[config.mk]
export PLATFORM = sky130hd
export DESIGN_NAME = memCtrl
export DESIGN_NICKNAME = d
export VERILOG_FILES = /design/src/memPkg.sv /design/src/memCtrl.sv
export SDC_FILE = /design/constraint.sdc
export NUM_CORES = 1
export LEC_CHECK = 0
export BUFFER_PORTS_ARGS = -buffer_cell sky130_fd_sc_hd__buf_4
export CORE_UTILIZATION = 30
export CTS_BUF_LIST = sky130_fd_sc_hd__clkbuf_4 sky130_fd_sc_hd__clkbuf_8
export DETAILED_ROUTE_END_ITERATION = 8
export HOLD_SLACK_MARGIN = 0.15
export PLACE_DENSITY_LB_ADDON = 0.12
export REMOVE_ABC_BUFFERS = 1
export SYNTH_ARGS = -nofsm -noshare
export SYNTH_HDL_FRONTEND = slang
export SYNTH_SLANG_ARGS = --single-unit
[constraint.sdc]
create_clock -name clk -period 2.92 [get_ports clk]
set_input_delay 0.438 -clock clk [delete_from_list [all_inputs] [get_ports clk]]
set_output_delay 0.438 -clock clk [all_outputs]
set_load 0.01 [all_outputs]
[src/memPkg.sv]
package memPkg;

    // address and data widths seen by the core
    typedef logic [31:0] addr_t;
    typedef logic [31:0] word_t;
    typedef logic [7:0]  byte_t;

    // access length in bytes: 1, 2 or 4
    typedef logic [2:0]  len_t;

    // who currently holds the RAM
    typedef logic [1:0]  owner_t;

    typedef enum logic [1:0] {
        Idle,
        Fetch,
        Load,
        Store
    } ctrlState_t;

    // 128 KiB of byte RAM
    localparam int RAM_ADDR_BITS = 17;

    // instructions are always fetched as a full word
    localparam int INST_BYTES = 4;

    localparam owner_t OWN_FREE  = 2'd0;
    localparam owner_t OWN_DATA  = 2'd1;
    localparam owner_t OWN_FETCH = 2'd2;

endpackage

[src/memCtrl.sv]
`timescale 1ns/10ps

module memCtrl
    import memPkg::*;
(
    input  logic   clk,
    input  logic   rst,
    input  logic   rdy,
    input  logic   ioFull,

    // instruction fetch port
    input  logic   fetchEn,
    input  addr_t  fetchAddr,
    output logic   fetchDone,
    output word_t  fetchInst,

    // load/store port
    input  logic   dataEn,
    input  logic   dataStore,
    input  len_t   dataLen,
    input  addr_t  dataAddr,
    input  word_t  dataWdata,
    output logic   dataDone,
    output word_t  dataRdata,

    output owner_t owner,

    // byte RAM side
    output addr_t  memAddr,
    output logic   memWe,
    output byte_t  memWdata,
    output logic   memRe,
    input  byte_t  memRdata
);

    ctrlState_t state;
    len_t       stage;

    // latched request
    len_t       lenReg;
    addr_t      baseAddr;
    word_t      storeData;

    // bytes collected so far on a fetch or load
    word_t      asmWord;

    logic       go;
    logic       accept;
    logic       lastStage;
    logic       reading;
    logic [1:0] captIdx;
    logic [1:0] wrIdx;

    // frozen whenever the core is not ready or the io buffer is full
    assign go = rdy && !ioFull;

    assign accept  = (state == Idle) && go && (dataEn || fetchEn);
    assign reading = (state == Fetch) || (state == Load);

    // byte returning now was requested one stage earlier
    assign captIdx = stage[1:0] - 2'd1;
    assign wrIdx   = stage[1:0];

    always_comb begin
        case (state)
            Fetch,
            Load: begin
                // one extra stage to take the last byte off the RAM
                lastStage = (stage == lenReg);
            end
            Store: begin
                lastStage = (stage == lenReg - len_t'(1));
            end
            default: begin
                lastStage = 1'b0;
            end
        endcase
    end

    always_ff @(posedge clk) begin
        if (rst) begin
            state <= Idle;
            stage <= '0;
        end else if (go) begin
            case (state)
                Idle: begin
                    stage <= '0;
                    // data port wins a tie
                    if (dataEn) begin
                        state <= dataStore ? Store : Load;
                    end else if (fetchEn) begin
                        state <= Fetch;
                    end
                end
                default: begin
                    if (lastStage) begin
                        state <= Idle;
                        stage <= '0;
                    end else begin
                        stage <= stage + len_t'(1);
                    end
                end
            endcase
        end
    end

    always_ff @(posedge clk) begin
        if (accept) begin
            storeData <= dataWdata;
            if (dataEn) begin
                baseAddr <= dataAddr;
                lenReg   <= dataLen;
            end else begin
                baseAddr <= fetchAddr;
                lenReg   <= len_t'(INST_BYTES);
            end
        end
    end

    always_ff @(posedge clk) begin
        if (go && reading && (stage != '0)) begin
            asmWord[captIdx*8 +: 8] <= memRdata;
        end
    end

    always_comb begin
        memAddr   = baseAddr + addr_t'(stage);
        memWdata  = storeData[wrIdx*8 +: 8];
        memRe     = 1'b0;
        memWe     = 1'b0;
        fetchDone = 1'b0;
        dataDone  = 1'b0;
        owner     = OWN_FREE;
        case (state)
            Fetch: begin
                memRe     = go && !lastStage;
                fetchDone = go && lastStage;
                owner     = fetchDone ? OWN_FREE : OWN_FETCH;
            end
            Load: begin
                memRe    = go && !lastStage;
                dataDone = go && lastStage;
                owner    = dataDone ? OWN_FREE : OWN_DATA;
            end
            Store: begin
                // done goes out with the last byte written
                memWe    = go;
                dataDone = go && lastStage;
                owner    = dataDone ? OWN_FREE : OWN_DATA;
            end
            default: begin
                owner = OWN_FREE;
            end
        endcase
    end

    // top byte taken straight from the RAM in the done stage
    assign fetchInst = {memRdata, asmWord[23:0]};

    // zero extension by length, sign handled in the core
    always_comb begin
        case (lenReg)
            3'd1: begin
                dataRdata = {24'd0, memRdata};
            end
            3'd2: begin
                dataRdata = {16'd0, memRdata, asmWord[7:0]};
            end
            3'd4: begin
                dataRdata = {memRdata, asmWord[23:0]};
            end
            default: begin
                dataRdata = {8'd0, memRdata, asmWord[15:0]};
            end
        endcase
    end

endmodule

### Word level (Yosys, flattened, before mapping)

Cells that the tools add are included.

| storage, ports and cells | value |
|---|---|
| register bits | 104 |
| input bits | 114 |
| output and inout port bits | 110 |
| logic and storage cells | 58 |

| cells by class | value |
|---|---|
| $add $sub $neg | 5 |
| equal/unequal tests | 9 |
| shifts and indexed selects | 3 |
| muxes and demuxes | 18 |
| reductions and logical operators | 17 |

Operators by type and width:

| cell | number |
|---|---|
| $pmux W32 S3 | 1 |
| $neg A5 Y34 | 1 |
| $shift A8 B34 Y32 const A | 1 |
| $shiftx A8 B34 Y32 | 1 |
| $add A32 B3 Y32 | 1 |
| $bwmux W32 | 1 |
| $mux W32 | 1 |
| $shiftx A32 B6 Y8 | 1 |
| $mux W2 | 5 |
| $logic_and A1 B1 Y1 | 7 |
| $eq A3 B3 Y1 | 2 |
| $mux W1 | 6 |
| $mux W3 | 2 |
| $eq A2 B2 Y1 const B | 2 |
| $pmux W2 S2 | 1 |
| $reduce_or A2 Y1 | 2 |
| $add A3 B1 Y3 const B | 1 |
| $eq A3 B1 Y1 const B | 1 |
| $eq A3 B2 Y1 const B | 1 |
| $eq A3 B3 Y1 const B | 1 |
| $ne A3 B3 Y1 const B | 1 |
| $reduce_and A3 Y1 | 1 |
| $reduce_bool A3 Y1 | 1 |
| $sub A3 B1 Y3 const B | 1 |
| 7 further kinds | 9 |

### Logic depth before layout (Yosys ltp)

Gate-level depths: netlist of the first run.

| logic depth | value |
|---|---|
| word-level depth | 6 |
| gate-level depth with buffers | 7 |
| depth with buffers taken out | 7 |

### Worst setup path after synthesis of the first run

Ideal clock, no wire load.

| timing | value |
|---|---|
| kind | register -> register |
| start point | register state[0] |
| end point | register baseAddr[0], enable pin |
| setup time | 423 ps |
| arrival time | 2227 ps |
| data required time | 2497 ps |
| path slack | 271 ps |
| stages on the path, launching flop included | 6 |
| path buffers | 0 |
| clock period less this slack | 2649 ps |
| cell sequence | dfxtp_1 > inv_1 > ha_1 > o21a_1 > nand2_1 > inv_1 |

| between the ends | value |
|---|---|
| word-level cells in the longest chain between the ends | 3 |

RTL lines:

| element | line | RTL |
|---|---|---|
| start: declaration | memCtrl.sv:36 | `ctrlState_t state;` |
| start signal: assignment | memCtrl.sv:82 | `state <= Idle;` |
| start signal: assignment | memCtrl.sv:90 | `state <= dataStore ? Store : Load;` |
| start signal: assignment | memCtrl.sv:92 | `state <= Fetch;` |
| $logic_not A2 Y1 | memCtrl.sv:57 | `assign accept = (state == Idle) && go && (dataEn \|\| fetchEn);` |
| $logic_and A1 B1 Y1 (2 in series) | memCtrl.sv:57 |  |
| net accept | memCtrl.sv:48 | `logic accept;` |
| end signal: assignment | memCtrl.sv:111 | `baseAddr <= dataAddr;` |
| end signal: assignment | memCtrl.sv:114 | `baseAddr <= fetchAddr;` |
| end: declaration | memCtrl.sv:41 | `addr_t baseAddr;` |

The timed path passes the listed nets, and every way through them passes these cells.
A chain may end at the register's enable or synchronous reset.

### Worst setup path after layout of the first run

| timing | value |
|---|---|
| start point | register baseAddr[15] |
| end point | output port memAddr[31] |

| between the ends | value |
|---|---|
| word-level cells in the longest chain between the ends | 1 |

RTL lines:

| element | line | RTL |
|---|---|---|
| $add A32 B3 Y32 | memCtrl.sv:127 | `memAddr = baseAddr + addr_t'(stage);` |
| end: declaration | memCtrl.sv:29 | `output addr_t memAddr,` |

Every way passes these cells.

==> flow_results.org, run 1 <==
** Run status
- Run status :: finished, final reports clean

** Layout
- The repair_antennas step left the layout with diodes totalling 0.
- Layout Cells excl Fill :: 859
- Proportion of layout cells with a drive suffix above 1 :: 0.484
- Final core utilization :: 0.444
- Fill cells in the final layout number 1609.
- Total non-filler cell area in the finished layout :: 7420 sq um
- The net count of the finished layout is 767.
- Multi-input logic area :: 2210 sq um
- Compared with the post-synthesis result, the final layout area differs by 43.9%.
- Registers take 2830 sq um.

** Placement
- Worst setup timing slack at the placement stage :: 0.376 ns
- Once placement finished, the instance area stood at 7070 sq um.
- Once detailed placement completed, the half-perimeter wirelength came to 10000 um.
- At the end of routability-driven placement, the weighted congestion stood at 0.742.
- In this run the tool buffered the top-level ports with 223 buffer cells.
- Placed instance count :: 836

** Timing
- Setup repair after global routing could not meet its margin everywhere.
- For the final routed database, the setup TNS stands at 0 ns.
- Setup violations remaining at the end of the flow were counted as 0.
- Share of the cycle needed by the critical path after routing :: 0.976
- Worst Max-Slew Pin Slew :: 0.706 ns
- Maximum clock frequency :: 351 MHz
- On the final layout, the worst hold slack is 0.234 ns.
- Shortest period the worst path allows :: 2.85 ns
- The max-slew violation count was 0.
- Final hold violations :: 0
- Once routing completed, OpenROAD measured the worst setup slack at 0.0703 ns.
- Headroom to the max-slew limit came out at 0.528.
- Across the routed clock network, the largest skew measured is 0.00618 ns.

** Power and ir drop
- Power per cell area :: 416 nW/um^2
- Highest ir drop seen on vdd :: 0.259 mV
- Reported leakage power :: 3.18 nW
- Overall power after layout :: 3.09 mW

** Route
- Routed Wire Length :: 13300 um
- First DRT Iteration DRCs :: 169
- In the routed design, unresolved DRC markers number 0.
- Once detail routing completed, the nets flagged for antenna violations numbered 0.
- Total vias in the final route :: 3957
- Drt pass-1 iters :: 4
- Using the TritonRoute via totals, the vias-per-cell ratio works out to 4.61.
- In the final routed layout, each cell accounts on average for 15.5 um.

** CTS
- Bufs on Longest Clock Path :: 2
- The later pin in the worst-skew pair is clocked with a latency of 0.37 ns.
- CTS H-tree depth :: 3
- TritonCTS built the clock tree.
- The root buffer cell chosen for the clock tree is clkbuf_8.
- Cts-stage hold buffer count :: 0
- Clock-pin slew was measured on the worst setup and hold paths at 0.10 ns.
- Counting the buffers created by CTS gives 9.
- Number of sinks on the clock net :: 96

** Floorplanning
- From bottom edge to top edge, the die measures 133 um.
- IO Pins :: 224
- Die Outline Area :: 17700 sq um
- From left edge to right edge, the die measures 133 um.
- Cell Rows :: 47
- Starting utilization of the core area :: 0.309
- In this run the standard cell core region covers 16700 sq um.

** Setup path
- Crit-path max FO :: 4
- Walking the worst path, the cells encountered are nand4_2 -> or4_4 -> or4_4 -> nor2_2 -> xor2_1 -> buf_4.
- Data arrival time of the worst path :: 2.41 ns
- Classification of the worst setup path :: flop to output pin
- Endpoint kind of the worst setup timing path :: output pin
- Largest stage delay, worst path :: 0.57 ns
- Worst EP required :: 2.48 ns
- Slack of the worst reg-to-reg path :: 0.76 ns
- Counting stages on the worst path, the most repeated cell is or4_4.
- The slowest stage of the critical path is the or4_4 cell.
- STA classifies the critical path startpoint as a flop.

** Logic synthesis
- Yosys mapped the design onto 43 distinct sky130hd cell types.
- YS warnings :: 0
- Post-synthesis sequential element count :: 96
- Area of the mapped netlist :: 5150 sq um
- Each instance of the synthesized netlist takes up on average 12.7 sq um.
- Most instantiated flip-flop cell in the synthesis netlist :: edfxtp_1
- For this run, asynchronously set or reset flops after synthesis account for 0.
- Synthesis handed over a netlist of 406 instances.
- Register area share after synthesis :: 0.550
- Count of flip-flops with a built-in enable after synthesis :: 91

** Global route
- Entering global routing, the biggest net connects 61 pins.
- Vias in the first global route :: 3951
- GRT Resource Usage Total :: 0.152
- Wire length of the first global-routing pass :: 20500 um
- The initial antenna violation count came to 0.
- The total overflow left after global routing is 0.

** Job
- Max-cap violation count :: 0

** Min path
- The worst hold path belongs to the class input pin to flop.
-- cells in the mapped netlist, types with 5 or more instances --
cell type	instances	share of area
inv_1	12	0.0087
clkbuf_1	11	0.0080
nand2_1	37	0.027
dfxtp_1	5	0.019
buf_4	8	0.012
xnor2_1	20	0.034
xor2_1	13	0.022
ha_1	18	0.044
and3_1	16	0.019
nand3_1	16	0.016
edfxtp_1	91	0.53
a22o_1	16	0.027
nor3_1	5	0.0049
mux2_2	32	0.070
nor2_1	15	0.011
and2_1	31	0.038
nand2b_1	5	0.0061
mux4_2	8	0.035
-- layout by cell type (no fill, tap or decap), drive strengths merged, types with 8 or more instances in the layout --
cell    count
nand2      37
edfxtp     91
buf       239
and2       31
inv        12
mux2       32
a22o       16
xor2       13
xnor2      20
and3       16
ha         18
mux4        8
nor2       18
clkbuf      9
nand3      16
-- sequential cells by signal (all words and copies together), names as in the netlist --
signal and flops:
state 2, asmWord 24, stage 3, storeData 32, baseAddr 32, lenReg 3
-- area by class of cell --
class / count / share of cell area
clock buffers: 9 / 0.0167
clock inverters: 7 / 0.0162
inverters: 12 / 0.00607
well taps: 220 / 0.0371
repair buffers: 239 / 0.244
flip-flops and latches: 96 / 0.382
multi-input cells: 276 / 0.299
-- what timing repair did --
action                     CTS  global route
resized for setup            1             8
pin swaps                    0            10
setup endpoints to repair    4            12
buffers inserted             0             8
-- report_power, final --
| group | internal, mW | leakage [nW] | switching (mW) | total, mW |
|---|---|---|---|---|
| Combinational | 0.250 | 2.17 | 0.193 | 0.443 |
| Sequential | 1.56 | 0.890 | 0.0274 | 1.59 |
| Clock | 0.570 | 0.119 | 0.488 | 1.06 |
-- final timing paths --
| path | startpoint | endpoint | cells past startpoint |
|---|---|---|---|
| max | baseAddr[15] | memAddr[31] | 6 |
| min | dataWdata[26] | storeData[26] | 1 |
| max reg2reg | stage[0] | asmWord[15] | 5 |
| min reg2reg | state[1] | state[1] | 2 |
-- worst max-delay path: cells and delay by family (launching register included) --
| family | cells | cell delay (ns) |
|---|---|---|
| XOR/XNOR | 1 | 0.16 |
| buffers and inverters | 1 | 0.15 |
| flip-flops | 1 | 0.41 |
| AND/OR/NAND/NOR | 4 | 1.32 |
-- logic make-up after synthesis --
kind of cell	Yosys count	synth area share
AO/OA/AOI/OAI	36	0.0551
XOR/XNOR	33	0.0561
adder cells (fa/ha/maj)	19	0.0476
buffers and inverters	34	0.0306
flip-flops	96	0.550
multiplexers	40	0.105
AND/OR/NAND/NOR	148	0.156
-- metal layers --
metal  vias up  part of all wire  wire length [um]  GRT usage
met1      1815              0.41              5400      0.178
met2       182              0.49              6500      0.256
li1       1936                 -                 -          -
met5         -                 0                 0          0
met4         0             0.024               326     0.0709
met3        24             0.083              1110     0.0421
No activity file was read; power rests on OpenSTA's default activity.
==> inputs of run 2 (changes only) <==
- CORE_MARGIN: default -> 2
- RECOVER_POWER: default -> 50
==> flow_results.org, run 2 (synthesized netlist as in run 1, its figures left out) <==
** Layout
- Multi-input logic area :: 2190 sq um (-0.90%)
- Most frequent standard cell in the layout excluding fill and tap cells :: buf_4
- In the final layout, the registers with the most flip-flops are baseAddr: 32 flops, storeData: 32 flops, asmWord: 24 flops.
- The number of nets in the layout was 769 (+0.26%).
- Sequential cell area :: 2830 sq um (unchanged)
- The utilization after layout was 0.434 (-0.0106).
- Area grow syn2layout :: 40.5%
- The final instance area is 7240 sq um (-2.4%).
- The top cell types in the final layout, fill and taps aside, are buf_4, edfxtp_1, nand2_1, clkbuf_1, clkbuf_4.
- Layout filler cell count :: 1673 (+4.0%)
- The antenna diode instance count was 0 (unchanged).
- The ratio of cells with drive above 1 in the final layout came to 0.417 (-0.0670).

** CTS
- The number of sinks on the clock net was 96 (unchanged).
- The clock latency of the later-clocked register in the worst-skew pair is 0.37 ns (about the same).
- CTS tree :: built
- Cts-stage hold buffer count :: 0 (unchanged)
- CTS H-tree depth :: 3 (unchanged)
- The clock input transition at the sequential cells of the worst setup and hold paths came to 0.10 ns (about the same).
- In this run the clock root is driven by a clkbuf_8.
- The largest buffer count on any clock path came to 2 (unchanged).
- The number of buffers created by CTS came to 9 (unchanged).

** Timing
- Setup repair after global routing could not meet its margin everywhere.
- Post-route setup slack :: 0.0726 ns (+0.00237 ns)
- Slew Limit Fails :: 38 (+38)
- Worst-case headroom to the max-slew limit :: -0.311 (-0.839)
- Worst Max-Slew Pin Slew :: 1.97 ns (+1.26 ns)
- The clock period minus final worst setup slack is 2.85 ns (-0.00237 ns).
- Final hold violations :: 0 (unchanged)
- The final-report setup violation count was 0 (unchanged).
- The final worst-path cycle share was 0.975 (about the same).
- The worst-case clock skew came to 0.00355 ns (-0.00263 ns).
- The fmax came to 351 MHz (about the same).

** Min path
- The depth of the worst hold-timing path is 1 (unchanged).
- In this run the worst hold path is classified as input pin to flop.

** Power and ir drop
- The leakage power is 3.04 nW (-4.5%).
- The total power is 2.98 mW (-3.7%).
- The power per unit of standard cell area came to 411 nW/um^2 (-1.3%).
- The maximum ir drop on the vdd rail came to 0.207 mV (-20%).

** Placement
- Final HPWL from detailed placement :: 10600 um (+5.2%)
- The minimum setup slack after placement came to 0.317 ns (-0.0592 ns).
- The total placed instance area was 7090 sq um (+0.21%).
- Number of buffer cells added on primary ports :: 223 (unchanged)
- Final RePlAce weighted congestion :: 0.774 (+4.3%)

** Route
- The count of vias placed by the detailed router is 3955 (-0.051%).
- Count of unresolved DRC violations after routing :: 0 (unchanged)
- The routed wire length is 13600 um (+2.2%).
- Vias/cell :: 4.59 (-0.28%)
- The number of violations reported at the end of detailed-routing iteration 0 is 126 (-25%).
- Drt pass-1 iters :: 4 (unchanged)
- The count of antenna-violating nets left after detailed routing came to 0 (unchanged).
- The average wire per standard cell is 15.8 um (+2.0%).

** Setup path
- Crit-path max FO :: 5 (+1)
- The critical path is of the flop to output pin type.
- The worst setup path is captured at an output pin.
- The number of cells on the worst reg-to-reg path was 6 (+1).
- The critical path data arrival time was 2.41 ns (about the same).
- STA classifies the critical path startpoint as a flop.
- The critical path data required time was 2.48 ns (about the same).

** Global route
- The initial antenna violation count came to 0 (unchanged).
- GRT Resource Usage Total :: 0.149 (-0.00266)
- Remaining Overflow, GRT :: 0 (unchanged)
- Maximum number of pins on one net before global-route repair :: 38 (-38%)
- Wire length of the first global-routing pass :: 20900 um (+1.8%)
- The number of global-route vias before repair was 3975 (+0.61%).

** Job
- The max-capacitance violation count came to 1 (+1).

** Floorplanning
- The overall die height came to 135 um (+1.5%).
- The number of primary I/O pins was 224 (unchanged).
- Die Outline Area :: 18200 sq um (+3.0%)
- Floorplan Core Area :: 16700 sq um (unchanged)
- The number of rows in the core area came to 47 (unchanged).
- Starting utilization of the core area :: 0.309 (unchanged)
- Die X :: 135 um (+1.5%)

** Run status
- Violations in the final reports :: max-capacitance violations, max-slew violations
- Run status :: finished, violations left
run 2: metal layers:
| layer | vias up | GRT usage | wire length [um] |
|---|---|---|---|
| li1 | 1937 | - | - |
| met4 | 0 | 0.0689 | 442 |
| met3 | 23 | 0.0390 | 1110 |
| met5 | - | 0 | 0 |
| met1 | 1832 | 0.176 | 5500 |
| met2 | 163 | 0.255 | 6590 |
run 2: path summary, 6_finish.rpt:
check	from	endpoint	slack, ns
setup / recovery	baseAddr[20]	memAddr[27]	0.07
hold / removal	dataWdata[16]	storeData[16]	0.26
setup reg to reg	state[0]	storeData[13]	0.29
hold reg to reg	state[1]	state[1]	0.59
run 2: what timing repair did:
action                     4_1_cts  5_1_grt
setup endpoints to repair        6       11
setup buffers                    0        7
resized for setup                1        5
pin swaps                        0        6
run 2: stage by stage:
stage	instances	TNS, ns	hold slack, ns
after floorplan	384	0	0.507
after global placement	838	0	0.573
after detailed placement	838	0	0.583
after CTS	854	0	0.211
after global routing	861	-0.164	0.227
final	861	0	0.262
run 2: power breakdown:
part / internal [mW] / switching (mW) / total [mW]
logic: 0.238 / 0.194 / 0.433
clock network: 0.484 / 0.471 / 0.954
registers: 1.56 / 0.0270 / 1.59
total: 2.28 / 0.692 / 2.98
run 2: worst max-delay path, stage by stage, from the launching register on:
cell and delay (ns):
edfxtp_1 0.44, nand4_1 0.15, or4_4 0.44, or4_4 0.56, nor2_2 0.12, xor2_1 0.18, buf_4 0.16
run 2: layout make-up:
class | instances | share of cell area
sequential | 96 | 0.391
multi-input combinational | 276 | 0.303
timing repair buffer | 241 | 0.231
tap | 220 | 0.0380
clock buffer | 9 | 0.0171
clock inverter | 7 | 0.0131
inverter | 12 | 0.00622
